==> config.mk <==
export PLATFORM = sky130hd
export DESIGN_NAME = host_csr_port
export DESIGN_NICKNAME = d
export VERILOG_FILES = /design/src/design/core_pkg.sv /design/src/design/host_csr_port.sv
export SDC_FILE = /design/constraint.sdc
export NUM_CORES = 1
export LEC_CHECK = 0
export ABC_AREA = 1
export ABC_CLOCK_PERIOD_IN_PS = 1400
export BUFFER_PORTS_ARGS = -buffer_cell sky130_fd_sc_hd__buf_2
export CELL_PAD_IN_SITES_DETAIL_PLACEMENT = 0
export CELL_PAD_IN_SITES_GLOBAL_PLACEMENT = 1
export CORE_ASPECT_RATIO = 1.5
export CORE_MARGIN = 2
export CORE_UTILIZATION = 26
export CTS_BUF_LIST = sky130_fd_sc_hd__clkbuf_8 sky130_fd_sc_hd__clkbuf_16
export CTS_CLUSTER_DIAMETER = 120
export DETAILED_ROUTE_END_ITERATION = 7
export PLACE_DENSITY = 0.88
export SYNTH_ARGS = -nofsm -noshare
export SYNTH_HDL_FRONTEND = slang
export SYNTH_SLANG_ARGS = --single-unit
==> constraint.sdc <==
create_clock -name clk -period 1.4 [get_ports clk]
set_clock_uncertainty 0.05 [all_clocks]
set_input_delay 0.21 -clock clk [delete_from_list [all_inputs] [get_ports clk]]
set_output_delay 0.21 -clock clk [all_outputs]
set_load 0.02 [all_outputs]
==> src/design/core_pkg.sv <==
package core_pkg;

    //////////////////////////////////////////////////
    // widths and sizes
    //////////////////////////////////////////////////

    localparam int XLEN       = 32;
    localparam int REG_AW     = 5;
    localparam int IMEM_WORDS = 64;
    localparam int IMEM_AW    = 6;
    localparam int APB_AW     = 12;

    //////////////////////////////////////////////////
    // rv32i opcodes kept by this core
    //////////////////////////////////////////////////

    localparam logic [6:0] OPC_OP     = 7'b0110011;
    localparam logic [6:0] OPC_OP_IMM = 7'b0010011;
    localparam logic [6:0] OPC_LUI    = 7'b0110111;
    localparam logic [6:0] OPC_BRANCH = 7'b1100011;
    localparam logic [6:0] OPC_SYSTEM = 7'b1110011;

    // full word, funct12 = 1
    localparam logic [XLEN-1:0] INSTR_EBREAK = 32'h0010_0073;

    //////////////////////////////////////////////////
    // apb address map
    //////////////////////////////////////////////////

    // imem words 0..63 at 0x000..0x0fc
    localparam logic [APB_AW-1:0] ADDR_IMEM_BASE = 12'h000;
    localparam logic [APB_AW-1:0] ADDR_CTRL      = 12'h100;
    localparam logic [APB_AW-1:0] ADDR_STATUS    = 12'h104;
    localparam logic [APB_AW-1:0] ADDR_INSTRET   = 12'h108;
    // x0..x31 at 0x180..0x1fc
    localparam logic [APB_AW-1:0] ADDR_REG_BASE  = 12'h180;

    //////////////////////////////////////////////////
    // types
    //////////////////////////////////////////////////

    // pass_b carries the lui immediate through
    typedef enum logic [3:0] {
        ALU_ADD,
        ALU_SUB,
        ALU_SLL,
        ALU_SLT,
        ALU_SLTU,
        ALU_XOR,
        ALU_SRL,
        ALU_SRA,
        ALU_OR,
        ALU_AND,
        ALU_PASS_B
    } alu_op_e;

    typedef struct packed {
        logic              psel;
        logic              penable;
        logic              pwrite;
        logic [APB_AW-1:0] paddr;
        logic [XLEN-1:0]   pwdata;
    } apb_req_t;

    typedef struct packed {
        logic [XLEN-1:0] prdata;
        logic            pready;
        logic            pslverr;
    } apb_rsp_t;

    typedef struct packed {
        logic            valid;
        logic [XLEN-1:0] pc;
        logic [XLEN-1:0] instr;
    } if_id_t;

    typedef struct packed {
        logic              valid;
        logic [XLEN-1:0]   pc;
        logic [REG_AW-1:0] rs1;
        logic [REG_AW-1:0] rs2;
        logic [XLEN-1:0]   rs1_data;
        logic [XLEN-1:0]   rs2_data;
        logic [XLEN-1:0]   imm;
        alu_op_e           alu_op;
        logic              use_imm;
        logic              is_branch;
        logic              branch_ne;
        logic              is_ebreak;
        logic [REG_AW-1:0] rd;
        logic              wr_en;
    } id_ex_t;

    typedef struct packed {
        logic              valid;
        logic [REG_AW-1:0] rd;
        logic              wr_en;
        logic [XLEN-1:0]   result;
    } ex_wb_t;

    // taken branch, execute to fetch
    typedef struct packed {
        logic            valid;
        logic [XLEN-1:0] target;
    } redirect_t;

    typedef struct packed {
        logic              en;
        logic [REG_AW-1:0] addr;
        logic [XLEN-1:0]   data;
    } rf_wr_t;

endpackage

==> src/design/host_csr_port.sv <==
`timescale 1ns/1ps

module host_csr_port (
    input  logic                         clk,
    input  logic                         rst_n,
    input  core_pkg::apb_req_t           i_apb,
    input  logic                         i_halt_req,
    input  logic                         i_pipe_busy,
    input  logic                         i_retire,
    input  logic [core_pkg::XLEN-1:0]    i_host_rdata,
    output core_pkg::apb_rsp_t           o_apb,
    output logic                         o_run,
    output logic                         o_start,
    output logic                         o_imem_we,
    output logic [core_pkg::IMEM_AW-1:0] o_imem_waddr,
    output logic [core_pkg::XLEN-1:0]    o_imem_wdata,
    output logic [core_pkg::REG_AW-1:0]  o_host_raddr
);
    import core_pkg::*;

    logic            access;
    logic            hit_imem, hit_ctrl, hit_status, hit_instret, hit_reg;
    logic            hit_any;
    logic            ro_write;
    logic            wr_ctrl;
    logic            halted;
    logic [XLEN-1:0] instret;

    //////////////////////////////////////////////////
    // apb decode
    //////////////////////////////////////////////////

    // second phase of a transfer, no wait states
    assign access = i_apb.psel & i_apb.penable;

    assign hit_imem    = (i_apb.paddr[APB_AW-1:8] == ADDR_IMEM_BASE[APB_AW-1:8]);
    assign hit_ctrl    = (i_apb.paddr == ADDR_CTRL);
    assign hit_status  = (i_apb.paddr == ADDR_STATUS);
    assign hit_instret = (i_apb.paddr == ADDR_INSTRET);
    assign hit_reg     = (i_apb.paddr[APB_AW-1:7] == ADDR_REG_BASE[APB_AW-1:7]);
    assign hit_any     = hit_imem | hit_ctrl | hit_status | hit_instret | hit_reg;

    // status, instret and register space are read only
    assign ro_write = i_apb.pwrite & (hit_status | hit_instret | hit_reg);

    assign o_apb.pready  = access;
    // imem is locked while the core runs
    assign o_apb.pslverr = access & (~hit_any | ro_write | (i_apb.pwrite & hit_imem & o_run));

    assign o_apb.prdata = hit_ctrl    ? XLEN'(o_run) :
                          hit_status  ? XLEN'({halted, o_run}) :
                          hit_instret ? instret :
                          hit_reg     ? i_host_rdata : '0;

    assign wr_ctrl = access & i_apb.pwrite & hit_ctrl;
    // run set also restarts pc, halted and instret
    assign o_start = wr_ctrl & i_apb.pwdata[0];

    assign o_imem_we    = access & i_apb.pwrite & hit_imem & ~o_run;
    assign o_imem_waddr = i_apb.paddr[IMEM_AW+1:2];
    assign o_imem_wdata = i_apb.pwdata;
    assign o_host_raddr = i_apb.paddr[REG_AW+1:2];

    //////////////////////////////////////////////////
    // run control and counters
    //////////////////////////////////////////////////

    always_ff @(posedge clk)
    begin
        if (!rst_n)
        begin
            o_run   <= 1'b0;
            halted  <= 1'b0;
            instret <= '0;
        end
        else
        begin
            // host write wins over ebreak
            if (wr_ctrl)
                o_run <= i_apb.pwdata[0];
            else if (i_halt_req)
                o_run <= 1'b0;

            // halted once stopped and drained
            if (o_start)
                halted <= 1'b0;
            else
                halted <= ~o_run & ~i_pipe_busy;

            if (o_start)
                instret <= '0;
            else if (i_retire)
                instret <= instret + XLEN'(1);
        end
    end

endmodule

# --- Word-level counts from Yosys, hierarchy flattened ---
# Index checks and enable logic that the tools add are counted.
# Widths: inputs -> output; s select.
totals:
  elab_cells: 40
  register_bits: 34
  input_bits: 84
classes:
  bitwise: 23
  n_reduce_logical: 3
  muxes: 6
  n_eq_ne: 4
  n_addsub: 1
ops:
  columns: ["op", "count"]
  rows:
  - ["$mux 32", 4]
  - ["$eq 12x9->1 const B", 3]
  - ["$add 32x1->32 const B", 1]
  - ["$and 1x1->1", 11]
  - ["$or 1x1->1", 8]
  - ["$eq 5x2->1 const B", 1]
  - ["$logic_not 4->1", 1]
  - ["$not 1->1", 4]
  - ["$mux 1", 2]
  - ["$reduce_bool 2->1", 1]
  - ["$reduce_or 2->1", 1]

# --- Depth between registers and ports, before layout ---
logic_depth:
  word_depth: 9
  mapped_depth: 9
  mapped_depth_nobuf: 9

# --- Worst setup path before layout ---
# No wires, ideal clock.
synth_timing:
  kind: "input-to-output"
  startpoint: "in i_apb[38] (netlist name)"
  endpoint: "out o_apb[5] (netlist name)"
  path_stages: 5
  n_path_buf: 0
  t_arrival_ps: 1283
  path_slack_ps: -143
  required_time_ps: 1140
  cell_sequence: "nor2_1 -> nand2_1 -> nor2_4 -> nand2_2 -> o21ai_0"
synth_lines:
  columns: ["element", "line", "text"]
  rows:
  - ["start, declared", "host_csr_port.sv:6", "input core_pkg::apb_req_t i_apb,"]
  - ["end, declared", "host_csr_port.sv:11", "output core_pkg::apb_rsp_t o_apb,"]

==> flow_summary.yaml <==
sta:
  relSlewSlack: 0.844
  hold_viol_final: 0
  finalSetupViolCount: 36
  drv_slew: 0
  post-route-period-util: 1.07
  tns_ns: -1.35
  tightestPinTransition_ns: 0.233
  finalWorstSetupSlack_ns: -0.0927
  max_freq_mhz: 670
  min_period_ns: 1.49
  rsz0062_at_grt: "true"
clock_network:
  cts_tree: "yes"
  htreeDepth: 2
  clk_latency_ns: 0.28
  cts_buffers: 5
  clockBufferDepth: 2
  clkTransAtPathRegs_ns: 0.05
  root_buffer: "clkbuf_16"
  clock_sink_count: 34
logic_synthesis:
  yosys.area.top_type_share: 0.237
  synth_ff_type: "dfxtp_1"
  syn-instance-count: 473
  synth_cell_types: 29
  ys_seq_area_frac: 0.237
  synth_warnings: 0
  synthTopCellsByArea: "dfxtp_1 24%, nand2_1 17%, buf_4 12%"
  synth.net_count: 558
  async_flop_share: 0
  netlist_area_um2: 2880
  synth_edf_count: 0
  synth-seq-cells: 34
  syn_avg_cell_area_um2: 6.08
  synth_top_cell_by_area: "dfxtp_1"
pwr:
  p_switching_mw: 0.592
  combPwrFrac: 0.163
  p_leak_nw: 2.00
  powerDensity_nw_per_um2: 523
  p_seq_frac: 0.409
  p_sw_frac: 0.247
  clkPwrFrac: 0.429
  p_int_mw: 1.80
  ir_worst_vdd_uv: 368
global_routing:
  grt.overflow.total: 0
  grt_pass1_wl_um: 14700
  grt_max_degree: 23
  antenna_found_initial: 1
  grt_pass1_vias: 3230
  grt_use_total: 0.152
die:
  io_pins: 164
  coreArea_um2: 10900
  initial_core_util: 0.263
  die_h_um: 133
  fp.dieW_um: 89.9
  rows: 47
  dieArea_um2: 11900
flow_run:
  drv_cap: 0
routing:
  route.antenna.remaining_nets: 0
  drtIter0Drc: 136
  drcViolationCount: 0
  dr.pass1.iters: 4
  avgRoutedWirePerCell_um: 12.9
  via_count: 3277
  wirelength_um: 9510
  vias_per_cell: 4.43
run_status:
  status: "finished with violations"
  violations: "setup timing"
worst_setup_path:
  crit_type: "reg2out"
  cp_data_required_time_ns: 1.14
  r2r-start: "instret[1]"
  critPathLaunchType: "flip-flop"
  cp.arrival_ns: 1.23
  rrSetupSlack_ns: 0
  end_kind: "output port"
  cp_max_fo: 3
  r2r_end: "instret[16]"
  r2r_cells: 7
min_path:
  min_from: "i_pipe_busy"
  hold_path_depth: 2
  hold_path_end: "halted"
  worst_hold_path_type: "in2reg"
final_layout:
  stdcell_count: 739
  fillCellCount: 1117
  mostFrequentLayoutCells: "115 x nand2_1, 56 x buf_2, 54 x buf_4"
  area_growth_pct: 59.2
  nets: 676
  drive_gt1_frac: 0.492
  finish.utilization: 0.419
  layout_commonest_cell: "nand2_1"
placement:
  placed_cells: 718
  io_buffers: 101
  hpwl_um: 7230
  place_congestion: 0.908
per-layer routing:
layer,global-route usage,routed length (um),part of all wire,vias to the layer above
met3,0.0268,352,0.037,28
met1,0.146,3510,0.37,1494
met5,0,0,0,-
met4,0.0709,371,0.039,0
met2,0.306,5270,0.55,79
li1,-,-,-,1676
how the worst max path moves through the flow:
stage / to / from
floorplan: o_apb[12] / i_apb[38]
global placement: o_apb[2] / i_apb[43]
detailed placement: o_apb[2] / i_apb[43]
CTS: o_apb[2] / instret[0]
global route: o_apb[0] / i_apb[38]
finish: o_apb[2] / instret[0]
worst max-delay path, stage by stage (launching register included):
cell and delay, ns:
dfxtp_2 0.35, buf_6 0.11, inv_4 0.03, buf_6 0.11
o21a_1 0.17, nand3_2 0.07, buf_6 0.11
final cells by class:
type                            count  area (um2)  area share
Sequential cell                    34         704       0.154
Timing Repair Buffer              164        1380       0.300
Multi-Input combinational cell    332        1970       0.431
Clock buffer                        5         125      0.0273
Antenna cell                        1        2.50    0.000547
Clock inverter                      2        7.51     0.00164
Inverter                           54         208      0.0454
Tap cell                          147         184      0.0402
synthesized netlist by cell type, drive strengths merged (5+ instances only):
master    n
o21ai    25
nand2   140
buf      53
nor3      5
nor2     80
a21oi    14
dfxtp    34
inv      53
nand4     8
nand3    45
xor2      9
stage by stage:
stage,hold WS [ns],power [mW],cell area [um2],worst slack [ns]
floorplan,0.237,1.27,2880,-0.117
global placement,0.333,1.28,3590,-0.180
detailed placement,0.340,1.29,3590,-0.246
CTS,0.0464,2.37,4110,-0.104
global route,0.0509,2.48,4580,-0.140
finish,0.0511,2.40,4580,-0.0927
flip-flops by register name, indices dropped and copies added, names as in the netlist:
signal   flops
halted       1
instret     32
o_run        1
power groups by stage:
stage                     logic (mW)  clock network, mW  registers (mW)
final                          0.389               1.03           0.979
after global routing           0.415               1.09           0.979
after CTS                      0.340               1.05           0.979
after detailed placement       0.289                  0           0.998
after global placement         0.284                  0           0.998
after floorplan                0.275                  0           0.999
timing repair:
action                                  in CTS  in global routing
hold buffers                                 0                  0
gates cloned                                 0                  1
buffers inserted                             3                  9
pin swaps                                   14                 37
endpoints found under the setup margin      45                 58
resized for setup                          105                 98
kinds of logic (layout without fill, tap and decap cells):
kind of cell / count (synthesis) / count (layout) / synth area share
fa+ha+maj: 1 / 1 / 0.00435
flops: 34 / 34 / 0.237
xor+xnor: 9 / 9 / 0.0274
simple gates: 281 / 281 / 0.448
compound gates: 41 / 41 / 0.0731
other cells: 0 / 1 / 0
buf+inv: 107 / 225 / 0.211
(Power assumes the default switching activity.)
