`src/design/core_pkg.sv`:
```
package core_pkg;

    //////////////////////////////////////////////////
    // widths and sizes
    //////////////////////////////////////////////////

    localparam int XLEN       = 32;
    localparam int REG_AW     = 5;
    localparam int IMEM_WORDS = 64;
    localparam int IMEM_AW    = 6;
    localparam int APB_AW     = 12;

    //////////////////////////////////////////////////
    // rv32i opcodes kept by this core
    //////////////////////////////////////////////////

    localparam logic [6:0] OPC_OP     = 7'b0110011;
    localparam logic [6:0] OPC_OP_IMM = 7'b0010011;
    localparam logic [6:0] OPC_LUI    = 7'b0110111;
    localparam logic [6:0] OPC_BRANCH = 7'b1100011;
    localparam logic [6:0] OPC_SYSTEM = 7'b1110011;

    // full word, funct12 = 1
    localparam logic [XLEN-1:0] INSTR_EBREAK = 32'h0010_0073;

    //////////////////////////////////////////////////
    // apb address map
    //////////////////////////////////////////////////

    // imem words 0..63 at 0x000..0x0fc
    localparam logic [APB_AW-1:0] ADDR_IMEM_BASE = 12'h000;
    localparam logic [APB_AW-1:0] ADDR_CTRL      = 12'h100;
    localparam logic [APB_AW-1:0] ADDR_STATUS    = 12'h104;
    localparam logic [APB_AW-1:0] ADDR_INSTRET   = 12'h108;
    // x0..x31 at 0x180..0x1fc
    localparam logic [APB_AW-1:0] ADDR_REG_BASE  = 12'h180;

    //////////////////////////////////////////////////
    // types
    //////////////////////////////////////////////////

    // pass_b carries the lui immediate through
    typedef enum logic [3:0] {
        ALU_ADD,
        ALU_SUB,
        ALU_SLL,
        ALU_SLT,
        ALU_SLTU,
        ALU_XOR,
        ALU_SRL,
        ALU_SRA,
        ALU_OR,
        ALU_AND,
        ALU_PASS_B
    } alu_op_e;

    typedef struct packed {
        logic              psel;
        logic              penable;
        logic              pwrite;
        logic [APB_AW-1:0] paddr;
        logic [XLEN-1:0]   pwdata;
    } apb_req_t;

    typedef struct packed {
        logic [XLEN-1:0] prdata;
        logic            pready;
        logic            pslverr;
    } apb_rsp_t;

    typedef struct packed {
        logic            valid;
        logic [XLEN-1:0] pc;
        logic [XLEN-1:0] instr;
    } if_id_t;

    typedef struct packed {
        logic              valid;
        logic [XLEN-1:0]   pc;
        logic [REG_AW-1:0] rs1;
        logic [REG_AW-1:0] rs2;
        logic [XLEN-1:0]   rs1_data;
        logic [XLEN-1:0]   rs2_data;
        logic [XLEN-1:0]   imm;
        alu_op_e           alu_op;
        logic              use_imm;
        logic              is_branch;
        logic              branch_ne;
        logic              is_ebreak;
        logic [REG_AW-1:0] rd;
        logic              wr_en;
    } id_ex_t;

    typedef struct packed {
        logic              valid;
        logic [REG_AW-1:0] rd;
        logic              wr_en;
        logic [XLEN-1:0]   result;
    } ex_wb_t;

    // taken branch, execute to fetch
    typedef struct packed {
        logic            valid;
        logic [XLEN-1:0] target;
    } redirect_t;

    typedef struct packed {
        logic              en;
        logic [REG_AW-1:0] addr;
        logic [XLEN-1:0]   data;
    } rf_wr_t;

endpackage

```
`src/design/fetch_stage.sv`:
```
`timescale 1ns/1ps

module fetch_stage (
    input  logic                         clk,
    input  logic                         rst_n,
    input  logic                         i_run,
    input  logic                         i_start,
    input  core_pkg::redirect_t          i_redirect,
    input  logic                         i_halt_req,
    input  logic                         i_imem_we,
    input  logic [core_pkg::IMEM_AW-1:0] i_imem_waddr,
    input  logic [core_pkg::XLEN-1:0]    i_imem_wdata,
    output core_pkg::if_id_t             o_if_id
);
    import core_pkg::*;

    logic [XLEN-1:0] imem [IMEM_WORDS];
    logic [XLEN-1:0] pc;
    logic            squash;

    // taken branch or ebreak in execute kills this fetch
    assign squash = i_redirect.valid | i_halt_req;

    //////////////////////////////////////////////////
    // instruction memory, host write port
    //////////////////////////////////////////////////

    always_ff @(posedge clk)
    begin
        if (i_imem_we)
            imem[i_imem_waddr] <= i_imem_wdata;
    end

    //////////////////////////////////////////////////
    // program counter
    //////////////////////////////////////////////////

    // static not-taken, branch target from execute
    always_ff @(posedge clk)
    begin
        if (!rst_n)
            pc <= '0;
        else if (i_start)
            pc <= '0;
        else if (i_redirect.valid)
            pc <= i_redirect.target;
        else if (i_run)
            pc <= pc + XLEN'(4);
    end

    // fetch to decode register
    always_ff @(posedge clk)
    begin
        if (!rst_n)
            o_if_id.valid <= 1'b0;
        else
        begin
            o_if_id.valid <= i_run & ~squash & ~i_start;
            o_if_id.pc    <= pc;
            // word index, pc wraps in the 64 words
            o_if_id.instr <= imem[pc[IMEM_AW+1:2]];
        end
    end

endmodule

```
`config.mk`:
```
export PLATFORM = sky130hd
export DESIGN_NAME = fetch_stage
export DESIGN_NICKNAME = d
export VERILOG_FILES = /design/src/design/core_pkg.sv /design/src/design/fetch_stage.sv
export SDC_FILE = /design/constraint.sdc
export NUM_CORES = 2
export LEC_CHECK = 0
export BUFFER_PORTS_ARGS = -buffer_cell sky130_fd_sc_hd__buf_2
export CAP_MARGIN = 15
export CORE_MARGIN = 3
export CORE_UTILIZATION = 35
export DETAILED_ROUTE_END_ITERATION = 10
export HOLD_SLACK_MARGIN = 0.02
export PLACE_DENSITY_LB_ADDON = 0.05
export SYNTH_ARGS = -nofsm -noshare
export SYNTH_HDL_FRONTEND = slang
export SYNTH_SLANG_ARGS = --single-unit
```
`constraint.sdc`:
```
create_clock -name clk -period 11.89 [get_ports clk]
set_input_delay 2.378 -clock clk [delete_from_list [all_inputs] [get_ports clk]]
set_output_delay 2.378 -clock clk [all_outputs]
set_load 0.05 [all_outputs]
```
# ---- Word level (Yosys, flattened, before mapping)
# Memories as Yosys holds them, arrays and structs flattened. A register that Yosys moved wholly into a read port is not among the register bits.
# Index checks and enable logic that the tools add are counted.
dict set report op_classes {
  add_sub_neg 1
  muxes 4
  bitwise_logic 6
  reduce_logical 2
}
# cell n
set ops {}
lappend ops {{$mux W32} 2}
lappend ops {{$add A32 B3 Y32 const B} 1}
lappend ops {{$not A1 Y1} 3}
lappend ops {{$and A1 B1 Y1} 2}
lappend ops {{$mux W1} 2}
lappend ops {{$reduce_bool A2 Y1} 1}
lappend ops {{$reduce_or A2 Y1} 1}
lappend ops {{$or A1 B1 Y1} 1}
dict set report totals {
  register_bits 65
  ramBits 2048
  inputBits 77
  word_cells 17
  mem_count 1
}
# memory words width read_ports rd_clocked_by_memory_dff write_ports line_no
set mem_list {}
lappend mem_list {imem 64 32 1 1 1 fetch_stage.sv:17} ;# logic [XLEN-1:0] imem [IMEM_WORDS];

# ---- Depth between registers and ports, before layout
dict set report depth {
  ltp_word 4
  depth_mapped 11
}

# ---- Least setup slack after synthesis
# No wires, ideal clock.
dict set report synth_path {
  kind {input-to-reg}
  startpoint {input i_imem_waddr[3] (netlist name)}
  endpoint {memory imem[48][0] (enable)}
  t_arrival_ps 5102
  slack_ps 6327
  stages 4
  path_buffers 1
  path_cell_list {clkbuf_1 > nor2b_1 > nand4b_1 > nor3_1}
}
# item line_no
set synth_lines {}
lappend synth_lines {{start: declaration} fetch_stage.sv:11} ;# input logic [core_pkg::IMEM_AW-1:0] i_imem_waddr,
lappend synth_lines {{end: declaration} fetch_stage.sv:17}
# Straight into the memory's write port.

==> flow_metrics.env <==
export IMPL_async_flop_share_pct=0
export IMPL_wirelength_um=230000
export IMPL_cts_buffers=234
export IMPL_grt_usage_pct=19.0
export IMPL_p_total_uw=16100
export IMPL_initial_core_util_pct=35.3
export IMPL_power_density_nw_per_um2=170
export IMPL_die_h_um=491
export IMPL_dr_first_iter_drc_count=3586
export IMPL_dp_hpwl_um=133000
export IMPL_power_switching_uw=3520
export IMPL_synth_area_per_cell_um2=22.4
export IMPL_antenna_found_initial=16
export IMPL_dr_total_vias=38000
export IMPL_p_seq_share_pct=52.3
export IMPL_grt_pass1_wl_um=323000
export IMPL_fin_nets=4035
export IMPL_outcome="complete, no violations"
export IMPL_grt_pass1_vias=39100
export IMPL_min_path_type="reg -> reg"
export IMPL_hold_buffers=0
export IMPL_syn_num_nets=3748
export IMPL_post_cts_setup_buffers=0
export IMPL_min_period_ns=4.29
export IMPL_cap_violations=0
export IMPL_clock_power_share_pct=43.2
export IMPL_multi_input_area_um2=17500
export IMPL_synthAdderAreaFrac_pct=0.0152
export IMPL_synth_top_family_by_area="multiplexers"
export IMPL_syn_instance_count=3670
export IMPL_synth_cell_types=46
export IMPL_yosys_area_share_simple_pct=1.56
export IMPL_required_ns=12.46
export IMPL_die_w_um=491
export IMPL_portBuffers=141
export IMPL_tns_ns=0
export IMPL_synth_mux_area_fraction_pct=16.3
export IMPL_cts_resized=0
export IMPL_crit_type="reg -> reg"
export IMPL_worstMarginPinSlew_ns=1.08
export IMPL_report_final_slew_viol_count=0
export IMPL_irDropWorstVdd_mv=0.125
export IMPL_place_inst=6846
export IMPL_synth_area_um2=82300
export IMPL_synth_xor_area_share_pct=0.298
export IMPL_htreeDepth=4
export IMPL_worst_slack_ns=7.60
export IMPL_pwr_share_comb_pct=4.5
export IMPL_start_kind="flip-flop"
export IMPL_globalplace_congestion=0.757
export IMPL_finalSetupViolCount=0
export IMPL_fillers=20400
export IMPL_rsz0062_at_grt="no"
export IMPL_grt_overflow=0
export IMPL_drt_first_pass_iters=5
export IMPL_cts_tree="done"
export IMPL_cp_max_fo=81
export IMPL_clock_root_buffer="clkbuf_16"
export IMPL_synth_compound_area_share_pct=2.49
export IMPL_yosysSeqAreaShare_pct=77.9
export IMPL_yosysWarnings=0
export IMPL_p_leak_uw=0.0284
export IMPL_grt_start_max_net_pins=128
export IMPL_switching_share_pct=21.8
export IMPL_fin_cells=7295
export IMPL_dp_slack_ns=6.57
export IMPL_hold_violations=0
export IMPL_finalCritPeriodShare_pct=36.1
export IMPL_final_seq_area_um2=64100
export IMPL_ant_nets=0
export IMPL_routedWlPerCell_um=31.5
export IMPL_ios=142
export IMPL_ys_flop_type="edfxtp_1"
export IMPL_fin_skew_ns=0.0317
export IMPL_core_region_area_um2=233000
export IMPL_synth_seq_cells=2145
export IMPL_synth_edf_count=2112
export IMPL_row_count=177
export IMPL_area_delta_synth_final_pct=15.3
export IMPL_clkSlewWorstSetupHoldPaths_ns=0.06
export IMPL_critical_path_arrival_ns=4.86
export IMPL_drc=0
export IMPL_p_int_uw=12600
export IMPL_clock_path_buffers=3
export IMPL_max_freq_ghz=0.233
export IMPL_drive_gt1_share_pct=28.0
export IMPL_dieArea_um2=241000
export IMPL_worstSkewPairLatency_ns=0.86
export IMPL_cts_sinks=2145
export IMPL_slew_limit_headroom_pct=27.7
export IMPL_via_per_inst=5.21
export IMPL_endpoint_kind="flip-flop"
final cells by class:
type                       instances  share of cell area (%)
antenna                            7                  0.0185
timing repair buffer             258                    2.04
clock buffer                     299                    6.56
sequential                      2145                    67.6
multi-input combinational       1313                    18.5
clock inverter                   136                    1.18
inverter                           5                  0.0198
tap                             3132                    4.13
critical path, stage by stage (launching register included):
cell	delay (ns)
dfxtp_4	0.85
buf_12	0.63
buf_12	0.55
mux4_2	0.59
mux2_2	0.32
a22o_1	0.25
o32ai_1	0.66
a21oi_1	0.09
synth_stat cells, types with 2 or more instances:
library cell / count / area, µm²
edfxtp_1: 2112 / 63400
mux4_2: 491 / 11100
mux2i_1: 223 / 2230
nor2_1: 107 / 402
a21oi_1: 71 / 355
clkbuf_1: 68 / 255
buf_2: 65 / 325
nand2_1: 62 / 233
a22oi_1: 53 / 398
buf_4: 53 / 398
a22o_1: 34 / 298
dfxtp_1: 33 / 661
o21ai_0: 26 / 130
a211oi_1: 23 / 173
o22ai_1: 21 / 131
nand2b_1: 19 / 119
xnor2_1: 17 / 149
nand4_1: 14 / 87.6
buf_6: 13 / 146
nor2b_1: 13 / 81.3
a311oi_1: 12 / 105
mux2_2: 12 / 135
o32ai_1: 12 / 105
nand3_1: 11 / 55.1
nor3b_1: 11 / 82.6
o211ai_1: 11 / 82.6
xor2_1: 11 / 96.3
a221oi_1: 10 / 87.6
a221oi_2: 10 / 150
buf_1: 8 / 30.0
nor3_1: 8 / 40.0
and2_1: 7 / 43.8
and4_1: 5 / 43.8
inv_1: 5 / 18.8
and3_1: 4 / 25.0
o211a_1: 3 / 30.0
nand3b_1: 2 / 15.0
or3_1: 2 / 12.5
per-layer routing:
metal / routed length, µm / GRT usage [%] / vias up / part of all wire (%)
li1: - / - / 16200 / -
met1: 105000 / 27.3 / 20800 / 46
met2: 112000 / 30.8 / 808 / 49
met3: 8540 / 2.48 / 247 / 3.7
met4: 4620 / 4.51 / 2 / 2.0
met5: 13 / 0 / - / 0.0057
state kept, by name (all words and copies together), names as in the netlist:
signal	cells
pc	32
imem	2048
o_if_id	65
power by group through the flow:
stage,Combinational (µW),Sequential [µW],Clock [µW]
after global placement,751,8580,0
after CTS,753,8430,7180
final,721,8420,6960
after detailed placement,753,8580,0
after floorplan,331,8610,0
after global routing,774,8430,7480
metrics by stage:
step | hold WS [ns] | util [%] | cell area (µm²)
2_1_floorplan | 0.403 | - | 82300
3_3_place_gp | 0.411 | 37.4 | 87200
3_5_place_dp | 0.422 | 37.5 | 87300
4_1_cts | 0.432 | 40.6 | 94700
6_report | 0.431 | 40.7 | 94800
5_1_grt | 0.447 | 40.7 | 94800
final timing paths:
check	start	to	slack, ns	cells past startpoint
worst max-delay path	pc[2]	o_if_id[4]	7.60	7
worst min-delay path	pc[23]	o_if_id[55]	0.43	0
worst max register to register	pc[2]	o_if_id[4]	7.60	7
worst min register to register	pc[23]	o_if_id[55]	0.43	0
layout by cell type, fill, tap and decap left out, drive strengths merged, types with 11 or more instances in the layout:
| cell | count |
|---|---|
| nor2b | 13 |
| clkbuf | 299 |
| nand2b | 19 |
| a22o | 34 |
| nand4 | 14 |
| xnor2 | 17 |
| edfxtp | 2112 |
| o21ai | 27 |
| mux2i | 223 |
| nand3 | 11 |
| o32ai | 12 |
| inv | 11 |
| a211oi | 23 |
| dfxtp | 33 |
| clkinv | 110 |
| o22ai | 21 |
| xor2 | 11 |
| buf | 258 |
| bufinv | 14 |
| a221oi | 20 |
| mux4 | 491 |
| a21oi | 71 |
| nand2 | 62 |
| o211ai | 11 |
| a22oi | 53 |
| a311oi | 12 |
| nor2 | 107 |
| mux2 | 12 |
| nor3b | 11 |
cells by family after synthesis:
kind of cell / count (synthesis)
buf+inv: 212
mux: 726
simple gates: 271
fa+ha+maj: 1
compound gates: 287
xor+xnor: 28
flops: 2145
No activity file was read; power rests on OpenSTA's default activity.
