File: config.mk
export PLATFORM = sky130hd
export DESIGN_NAME = decode_stage
export DESIGN_NICKNAME = d
export VERILOG_FILES = /design/src/design/core_pkg.sv /design/src/design/decode_stage.sv
export SDC_FILE = /design/constraint.sdc
export NUM_CORES = 1
export LEC_CHECK = 0
export BUFFER_PORTS_ARGS = -buffer_cell sky130_fd_sc_hd__buf_4
export CORE_ASPECT_RATIO = 1.75
export CORE_MARGIN = 1.5
export CORE_UTILIZATION = 39
export CTS_CLUSTER_DIAMETER = 100
export DETAILED_ROUTE_END_ITERATION = 8
export GPL_ROUTABILITY_DRIVEN = 0
export HOLD_SLACK_MARGIN = 0.12
export PLACE_DENSITY = 0.75
export SLEW_MARGIN = 20
export SYNTH_ARGS = -nofsm -noshare
export SYNTH_HDL_FRONTEND = slang
export SYNTH_SLANG_ARGS = --single-unit
File: constraint.sdc
create_clock -name clk -period 1.6 [get_ports clk]
set_clock_uncertainty 0.05 [all_clocks]
set_input_delay 0.24 -clock clk [delete_from_list [all_inputs] [get_ports clk]]
set_output_delay 0.24 -clock clk [all_outputs]
set_load 0.005 [all_outputs]
File: src/design/core_pkg.sv
package core_pkg;

    //////////////////////////////////////////////////
    // widths and sizes
    //////////////////////////////////////////////////

    localparam int XLEN       = 32;
    localparam int REG_AW     = 5;
    localparam int IMEM_WORDS = 64;
    localparam int IMEM_AW    = 6;
    localparam int APB_AW     = 12;

    //////////////////////////////////////////////////
    // rv32i opcodes kept by this core
    //////////////////////////////////////////////////

    localparam logic [6:0] OPC_OP     = 7'b0110011;
    localparam logic [6:0] OPC_OP_IMM = 7'b0010011;
    localparam logic [6:0] OPC_LUI    = 7'b0110111;
    localparam logic [6:0] OPC_BRANCH = 7'b1100011;
    localparam logic [6:0] OPC_SYSTEM = 7'b1110011;

    // full word, funct12 = 1
    localparam logic [XLEN-1:0] INSTR_EBREAK = 32'h0010_0073;

    //////////////////////////////////////////////////
    // apb address map
    //////////////////////////////////////////////////

    // imem words 0..63 at 0x000..0x0fc
    localparam logic [APB_AW-1:0] ADDR_IMEM_BASE = 12'h000;
    localparam logic [APB_AW-1:0] ADDR_CTRL      = 12'h100;
    localparam logic [APB_AW-1:0] ADDR_STATUS    = 12'h104;
    localparam logic [APB_AW-1:0] ADDR_INSTRET   = 12'h108;
    // x0..x31 at 0x180..0x1fc
    localparam logic [APB_AW-1:0] ADDR_REG_BASE  = 12'h180;

    //////////////////////////////////////////////////
    // types
    //////////////////////////////////////////////////

    // pass_b carries the lui immediate through
    typedef enum logic [3:0] {
        ALU_ADD,
        ALU_SUB,
        ALU_SLL,
        ALU_SLT,
        ALU_SLTU,
        ALU_XOR,
        ALU_SRL,
        ALU_SRA,
        ALU_OR,
        ALU_AND,
        ALU_PASS_B
    } alu_op_e;

    typedef struct packed {
        logic              psel;
        logic              penable;
        logic              pwrite;
        logic [APB_AW-1:0] paddr;
        logic [XLEN-1:0]   pwdata;
    } apb_req_t;

    typedef struct packed {
        logic [XLEN-1:0] prdata;
        logic            pready;
        logic            pslverr;
    } apb_rsp_t;

    typedef struct packed {
        logic            valid;
        logic [XLEN-1:0] pc;
        logic [XLEN-1:0] instr;
    } if_id_t;

    typedef struct packed {
        logic              valid;
        logic [XLEN-1:0]   pc;
        logic [REG_AW-1:0] rs1;
        logic [REG_AW-1:0] rs2;
        logic [XLEN-1:0]   rs1_data;
        logic [XLEN-1:0]   rs2_data;
        logic [XLEN-1:0]   imm;
        alu_op_e           alu_op;
        logic              use_imm;
        logic              is_branch;
        logic              branch_ne;
        logic              is_ebreak;
        logic [REG_AW-1:0] rd;
        logic              wr_en;
    } id_ex_t;

    typedef struct packed {
        logic              valid;
        logic [REG_AW-1:0] rd;
        logic              wr_en;
        logic [XLEN-1:0]   result;
    } ex_wb_t;

    // taken branch, execute to fetch
    typedef struct packed {
        logic            valid;
        logic [XLEN-1:0] target;
    } redirect_t;

    typedef struct packed {
        logic              en;
        logic [REG_AW-1:0] addr;
        logic [XLEN-1:0]   data;
    } rf_wr_t;

endpackage

File: src/design/decode_stage.sv
`timescale 1ns/1ps

module decode_stage (
    input  logic                        clk,
    input  logic                        rst_n,
    input  core_pkg::if_id_t            i_if_id,
    input  logic                        i_squash,
    input  logic [core_pkg::XLEN-1:0]   i_rs1_data,
    input  logic [core_pkg::XLEN-1:0]   i_rs2_data,
    output logic [core_pkg::REG_AW-1:0] o_rs1_addr,
    output logic [core_pkg::REG_AW-1:0] o_rs2_addr,
    output core_pkg::id_ex_t            o_id_ex
);
    import core_pkg::*;

    logic [XLEN-1:0] instr;
    logic [6:0]      opcode;
    logic [2:0]      funct3;
    logic            alt;
    logic [XLEN-1:0] imm_i, imm_u, imm_b;
    logic            supported;
    id_ex_t          dec;

    assign instr      = i_if_id.instr;
    assign opcode     = instr[6:0];
    assign funct3     = instr[14:12];
    // funct7 bit 5, sub and sra
    assign alt        = instr[30];
    assign o_rs1_addr = instr[19:15];
    assign o_rs2_addr = instr[24:20];

    //////////////////////////////////////////////////
    // immediates
    //////////////////////////////////////////////////

    assign imm_i = {{20{instr[31]}}, instr[31:20]};
    assign imm_u = {instr[31:12], 12'b0};
    assign imm_b = {{19{instr[31]}}, instr[31], instr[7], instr[30:25], instr[11:8], 1'b0};

    function automatic alu_op_e alu_from_funct(input logic [2:0] f3, input logic sub_sra);
        case (f3)
            3'b000:  return sub_sra ? ALU_SUB : ALU_ADD;
            3'b001:  return ALU_SLL;
            3'b010:  return ALU_SLT;
            3'b011:  return ALU_SLTU;
            3'b100:  return ALU_XOR;
            3'b101:  return sub_sra ? ALU_SRA : ALU_SRL;
            3'b110:  return ALU_OR;
            default: return ALU_AND;
        endcase
    endfunction

    //////////////////////////////////////////////////
    // decoder
    //////////////////////////////////////////////////

    always_comb
    begin
        dec          = '0;
        dec.pc       = i_if_id.pc;
        dec.rs1      = o_rs1_addr;
        dec.rs2      = o_rs2_addr;
        dec.rs1_data = i_rs1_data;
        dec.rs2_data = i_rs2_data;
        dec.rd       = instr[11:7];
        supported    = 1'b1;
        case (opcode)
            OPC_OP:
            begin
                dec.alu_op = alu_from_funct(funct3, alt);
                dec.wr_en  = 1'b1;
            end
            OPC_OP_IMM:
            begin
                // bit 30 only means srai, addi keeps its imm
                dec.alu_op  = alu_from_funct(funct3, alt & (funct3 == 3'b101));
                dec.imm     = imm_i;
                dec.use_imm = 1'b1;
                dec.wr_en   = 1'b1;
            end
            OPC_LUI:
            begin
                dec.alu_op  = ALU_PASS_B;
                dec.imm     = imm_u;
                dec.use_imm = 1'b1;
                dec.wr_en   = 1'b1;
            end
            OPC_BRANCH:
            begin
                // beq and bne only
                dec.imm       = imm_b;
                dec.is_branch = 1'b1;
                dec.branch_ne = funct3[0];
                supported     = (funct3[2:1] == 2'b00);
            end
            OPC_SYSTEM:
            begin
                dec.is_ebreak = 1'b1;
                supported     = (instr == INSTR_EBREAK);
            end
            default:
                supported = 1'b0;
        endcase
        // anything else leaves as a bubble
        dec.valid = i_if_id.valid & supported & ~i_squash;
    end

    // decode to execute register
    always_ff @(posedge clk)
    begin
        if (!rst_n)
            o_id_ex.valid <= 1'b0;
        else
            o_id_ex <= dec;
    end

endmodule

* Yosys cells after proc, flatten, opt, wreduce, memory -nomap -nowiden
Cells that the tools add are included.
** Storage, ports and cells
- Flip-flop bits (word level) :: 153
- Input bits :: 132
- Output and inout port bits :: 163
- Word-level logic and storage cells :: 47
** Cells by class
- Eq/ne operators :: 12
- Mux-type cells :: 13
- Bitwise gates (word level) :: 4
- Reductions and logical operators :: 4
** Operators with widths (count)
- $pmux 32 s3 :: 1
- $pmux 4 s7 :: 2
- $eq 32x21->1 const B :: 1
- $eq 7x6->1 const B :: 2
- $eq 7x7->1 const B :: 2
- $pmux 4 s3 :: 1
- $eq 3x3->1 const B :: 3
- $eq 7x5->1 const B :: 1
- $mux 1 :: 7
- $eq 3x2->1 const B :: 2
- $and 1x1->1 :: 3
- $eq 3x1->1 const B :: 1
- $logic_not 3->1 :: 1
- $pmux 1 s3 :: 1
- $reduce_or 3->1 :: 1
- $logic_not 2->1 :: 1
- $mux 2 :: 1
- $reduce_or 2->1 :: 1
- $not 1->1 :: 1

* Longest topological paths before layout
Gate-level depths: netlist of run 1.
- Word-level depth :: 5
- Depth in mapped cells :: 6
- Mapped depth without buffers :: 4

* Worst setup path after synthesis of run 1
Ideal clock, no wire load.
- Kind :: input -> register
- From :: input port i_if_id[6] (netlist bit)
- To :: register o_id_ex[31] (netlist bit) (data pin)
- Library setup time :: 0.129 ns
- Arrival time :: 1.321 ns
- Required time :: 1.421 ns
- Slack :: 0.100 ns
- Stages :: 6
- Buffers on the path :: 2
- Cells stage by stage :: or3b_1 -> a21oi_2 -> and2_1 -> buf_6 -> buf_6 -> a21o_1
** RTL lines
- start: declaration :: RTL line decode_stage.sv:6 : input core_pkg::if_id_t i_if_id,
- end: declaration :: RTL line decode_stage.sv:12 : output core_pkg::id_ex_t o_id_ex

* Worst setup path in the final report of run 1
- From :: input port i_if_id[19] (netlist bit)
- To :: register o_id_ex[152] (netlist bit)
** On the way
- Cells in the longest elaborated chain, start to end :: 4
** RTL lines
- $eq 32x21->1 :: RTL line decode_stage.sv:99 : supported = (instr == INSTR_EBREAK);
- $pmux 1 s3 :: RTL line decode_stage.sv:67 : case (opcode)
- $and 1x1->1 (2 in series) :: RTL line decode_stage.sv:105 : dec.valid = i_if_id.valid & supported & ~i_squash;
Every way passes these cells.
A chain may end at the register's enable or synchronous reset.

==> results of run 1 <==
## metal layers
metal  track usage, %  up-vias  routed length, microns
li1                 -     1847                       -
met1             24.6     1989                    5710
met2             46.0      208                    9850
met3             7.50       43                    1090
met4             9.98        0                     528
met5                0        -                       0
## Yosys cell counts, drive strengths merged, types with 3 or more instances
cell / count / area [sq um]
and2: 8 / 50.1
buf: 12 / 97.6
inv: 3 / 11.3
clkbuf: 3 / 11.3
nor4: 5 / 37.5
a22o: 5 / 43.8
edfxtp: 152 / 4560
a21oi: 4 / 23.8
nand2: 3 / 11.3
a21o: 19 / 143
nor3: 4 / 20.0
nor2: 5 / 18.8
## through the flow
stage               instances  util [%]
floorplan                 245         -
finish                    872      73.7
detailed placement        717      59.5
CTS                       872      73.7
global placement          717      59.5
global route              872      73.7
## logic make-up (layout without fill, tap and decap cells)
family                 after synthesis  after routing  share of synthesized area, %
AO/OA/AOI/OAI                       37             37                          5.29
buffers and inverters               18            474                          2.31
AND/OR/NAND/NOR                     37             37                          4.35
flip-flops                         153            153                          88.1
## final timing paths
kind | start | end | slack (ns) | cells after the start
worst min-delay path | rst_n | o_id_ex[46] | 0.16 | 1
worst max-delay path | i_if_id[19] | o_id_ex[152] | 0.09 | 6
## power by group
part / leakage, uW / internal, uW / switching (uW)
clock network: 0.000297 / 2640 / 1560
logic: 0.00238 / 779 / 459
registers: 0.00148 / 4720 / 96.0
## layout make-up
class / count / share of cell area, %
Clock buffer: 20 / 4.55
Clock inverter: 12 / 1.96
Inverter: 3 / 0.117
Multi-Input combinational cell: 74 / 5.32
Sequential cell: 153 / 47.8
Tap cell: 171 / 2.23
Timing Repair Buffer: 439 / 38.0
==> results.json, run 1 <==
{
  "synth_edf_count": 152,
  "period_share_pct": 94.5,
  "die_x_microns": 90.3,
  "initialDrtViolationCount": 196,
  "finalHoldViolCount": 0,
  "yosys_warnings": 0,
  "ys.flop_type": "edfxtp_1",
  "multi_input_area_sq_um": 510,
  "nNetsFinal": 820,
  "max_stage_delay_ns": 0.53,
  "grt_pass1_vias": 4375,
  "pre_cts_slack_ns": 0.0533,
  "vias": 4087,
  "viasPerCell": 4.69,
  "overflow": 0,
  "clock_path_buffers": 2,
  "clk_pin_slew_ns": 0.07,
  "worst_setup_path_end_kind": "flop",
  "dr.pass1.iters": 6,
  "clock_sinks": 153,
  "rsz0062_at_grt": "false",
  "wl_per_cell_microns": 19.7,
  "ir_drop_v": 0.000754,
  "grt.total_usage_pct": 24.4,
  "drive_gt1_share_pct": 49.8,
  "slowest_stage": "dlygate4sd3_1",
  "synth_fp_nets": 377,
  "crit_chain": "dlygate4sd3_1 -> buf_4 -> nor4_1 -> and4_1 -> nand4_1 -> o22ai_1",
  "maxCapViolations": 0,
  "critical-path-top-delay-family": "simple AND/OR/NAND/NOR gates",
  "crit_arrival_ns": 1.80,
  "stdcell_area_sq_um": 9590,
  "setup_tns_ns": 0,
  "num-fill-cells": 779,
  "finalPower_uw": 10300,
  "path_class": "primary input to flop",
  "grt_max_degree": 30,
  "max_freq_mhz": 662,
  "ys_ff_latch": 153,
  "drv_slew": 0,
  "n_antenna_cell": 0,
  "cp-start-kind": "primary input",
  "largest_register_ffs": 153,
  "start_util_pct": 40.0,
  "min_period_ns": 1.51,
  "power.density_nw_per_um2": 1070,
  "die_y_microns": 156,
  "avgSynthCellArea_sq_um": 21.2,
  "rows": 55,
  "cts_resized": 0,
  "io_buffers": 294,
  "ios": 295,
  "seq_area_frac_synth_pct": 88.1,
  "status": "completed",
  "crit_buf_inv": 2,
  "wl_microns": 17200,
  "syn_to_final_growth_pct": 84.2,
  "antenna_found_initial": 0,
  "syn_area_sq_um": 5210,
  "cp_data_required_time_ns": 1.89,
  "mostFrequentLayoutCells": "312 x buf_4, 152 x edfxtp_1, 123 x dlygate4sd3_1",
  "mostFrequentLayoutCell": "buf_4",
  "postCtsHoldBufs": 123,
  "grt_first_pass_wirelength_microns": 25000,
  "synth.distinct_cells": 33,
  "cts_tree": "built",
  "regMostFlops": "o_id_ex",
  "ant_nets": 0,
  "hold_ws_ns": 0.157,
  "holdCritPathClass": "primary input to flop",
  "setup_viol_count_final": 0,
  "place_area_sq_um": 7730,
  "drc": 0,
  "leakagePower_uw": 0.00416,
  "die_area_sq_um": 14100,
  "placeableCoreArea_sq_um": 13000,
  "async_flop_share_pct": 0,
  "crit_fanout": 4,
  "dp_hpwl_microns": 11500,
  "tightest_slew_ns": 0.619,
  "cts-buffers-inserted": 17,
  "syn_inst": 245,
  "ff_latch_area_sq_um": 4580,
  "relSlewSlack_pct": 57.6,
  "cts_root_buffer": "clkbuf_16",
  "largest_registers": "o_id_ex (153)",
  "htreeDepth": 4,
  "cts_setup_buffers": 0,
  "fin_ws_ns": 0.0883
}
Note: power is estimated with default switching activity, not from simulation.
==> inputs of run 2 (changes only) <==
--- a/config.mk
+++ b/config.mk
@@ -7,13 +7,14 @@
 export LEC_CHECK = 0
 export BUFFER_PORTS_ARGS = -buffer_cell sky130_fd_sc_hd__buf_4
 export CORE_ASPECT_RATIO = 1.75
-export CORE_MARGIN = 1.5
+export CORE_MARGIN = 2
 export CORE_UTILIZATION = 39
 export CTS_CLUSTER_DIAMETER = 100
 export DETAILED_ROUTE_END_ITERATION = 8
 export GPL_ROUTABILITY_DRIVEN = 0
 export HOLD_SLACK_MARGIN = 0.12
 export PLACE_DENSITY = 0.75
+export REMOVE_ABC_BUFFERS = 1
 export SLEW_MARGIN = 20
 export SYNTH_ARGS = -nofsm -noshare
 export SYNTH_HDL_FRONTEND = slang
==> results.json, run 2 (synthesis results as in run 1) <==
{
  "wl_microns": 17200,
  "io_buffers": 294,
  "max_freq_mhz": 647,
  "syn_to_final_growth_pct": 82.9,
  "setup_tns_ns": 0,
  "min_period_ns": 1.54,
  "hold_path_depth": 1,
  "power.density_nw_per_um2": 1040,
  "grt_first_pass_wirelength_microns": 24500,
  "viasPerCell": 4.69,
  "maxCapViolations": 0,
  "crit_arrival_ns": 1.83,
  "clk_pin_slew_ns": 0.06,
  "die_y_microns": 157,
  "startpoint": "i_if_id[19]",
  "drv_slew": 0,
  "setup_viol_count_final": 0,
  "die_area_sq_um": 14300,
  "n_antenna_cell": 0,
  "drc": 0,
  "path_class": "primary input to flop",
  "mostFrequentLayoutCell": "buf_4",
  "worst_setup_path_end_kind": "flop",
  "crit_end": "o_id_ex[152]",
  "cts_root_buffer": "clkbuf_16",
  "cts_tree": "built",
  "placeableCoreArea_sq_um": 13000,
  "start_util_pct": 40.0,
  "wl_per_cell_microns": 19.8,
  "largest_registers": "o_id_ex (153)",
  "cp_data_required_time_ns": 1.89,
  "holdCritPathClass": "primary input to flop",
  "ir_drop_v": 0.000739,
  "die_x_microns": 91.3,
  "clock_path_buffers": 2,
  "drive_gt1_share_pct": 49.9,
  "dr.pass1.iters": 4,
  "ios": 295,
  "status": "completed",
  "grt.total_usage_pct": 23.7,
  "crit_fanout": 4,
  "ant_nets": 0,
  "num-fill-cells": 745,
  "clock_sinks": 153,
  "grt_pass1_vias": 4291,
  "regMostFlops": "o_id_ex",
  "overflow": 0,
  "tightest_slew_ns": 0.562,
  "cts-buffers-inserted": 17,
  "mostFrequentLayoutCells": "307 x buf_4, 152 x edfxtp_1, 124 x dlygate4sd3_1",
  "leakagePower_uw": 0.00411,
  "post-route-util_pct": 73.2,
  "cp-start-kind": "primary input",
  "period_share_pct": 96.5,
  "nNetsFinal": 816,
  "rsz0062_at_grt": "false",
  "rows": 55,
  "finalHoldViolCount": 0,
  "dp_hpwl_microns": 10900,
  "grt_max_degree": 45,
  "antenna_found_initial": 0,
  "vias": 4072,
  "largest_register_ffs": 153,
  "relSlewSlack_pct": 61.6,
  "initialDrtViolationCount": 173,
  "htreeDepth": 4
}
[run 2: cell types whose count changed in the layout (fill, tap and decap cells not counted), sizes merged]
cell / change
clkinv: +3
clkbuf: -2
clkinvlp: +2
bufinv: -3
dlygate4sd3: +1
buf: -5
[run 2: layout make-up]
| type | count | area (sq um) | area share [%] |
|---|---|---|---|
| multi-input combinational | 74 | 529 | 5.56 |
| sequential | 153 | 4580 | 48.1 |
| inverter | 3 | 11.3 | 0.118 |
| clock buffer | 18 | 429 | 4.51 |
| timing repair buffer | 435 | 3620 | 38.0 |
| tap | 171 | 214 | 2.25 |
| clock inverter | 14 | 139 | 1.46 |
[run 2: worst max-delay path, stage by stage]
cell and delay [ns]:
dlygate4sd3_1 0.55, buf_4 0.16, nor4_2 0.27, buf_4 0.16, and4_1 0.18, nand4_1 0.09, o22ai_1 0.18
[run 2: where the power goes]
group | internal, uW | switching, uW
Combinational | 775 | 456
Sequential | 4720 | 99.8
Clock | 2180 | 1630
[run 2: layer usage]
| layer | GRT usage (%) | part of all wire [%] |
|---|---|---|
| met3 | 7.46 | 6.8 |
| met1 | 23.9 | 33 |
| met2 | 44.3 | 57 |
| met5 | 0 | 0 |
| met4 | 9.81 | 2.9 |
[run 2: worst min-delay path by stage]
stage,end,from
finish,o_id_ex[69],rst_n
global route,o_id_ex[109],rst_n
CTS,o_id_ex[0],i_if_id[2]
detailed placement,o_id_ex[58],i_rs2_data[12]
global placement,o_id_ex[50],i_rs2_data[4]
floorplan,o_id_ex[100],i_rs1_data[22]
[run 2: timing repair]
item / in CTS / in global routing
hold buffers: 124 / 0
endpoints found under the hold margin: 144 / 0
resized for setup: 0 / 3
buffers inserted: 0 / 0
setup endpoints to repair: 0 / 1
[run 2: metrics by stage]
step                area (sq um)  std cells  setup WS (ns)  power, uW  hold WS (ns)
floorplan                   5100        230         -0.212       4950         0.289
global placement            7700        712         0.0851       5820         0.369
detailed placement          7700        712         0.0320       5840         0.369
CTS                         9510        868        0.00968       9850         0.129
global route                9520        868         0.0238      10200         0.148
finish                      9520        868         0.0552       9860         0.162
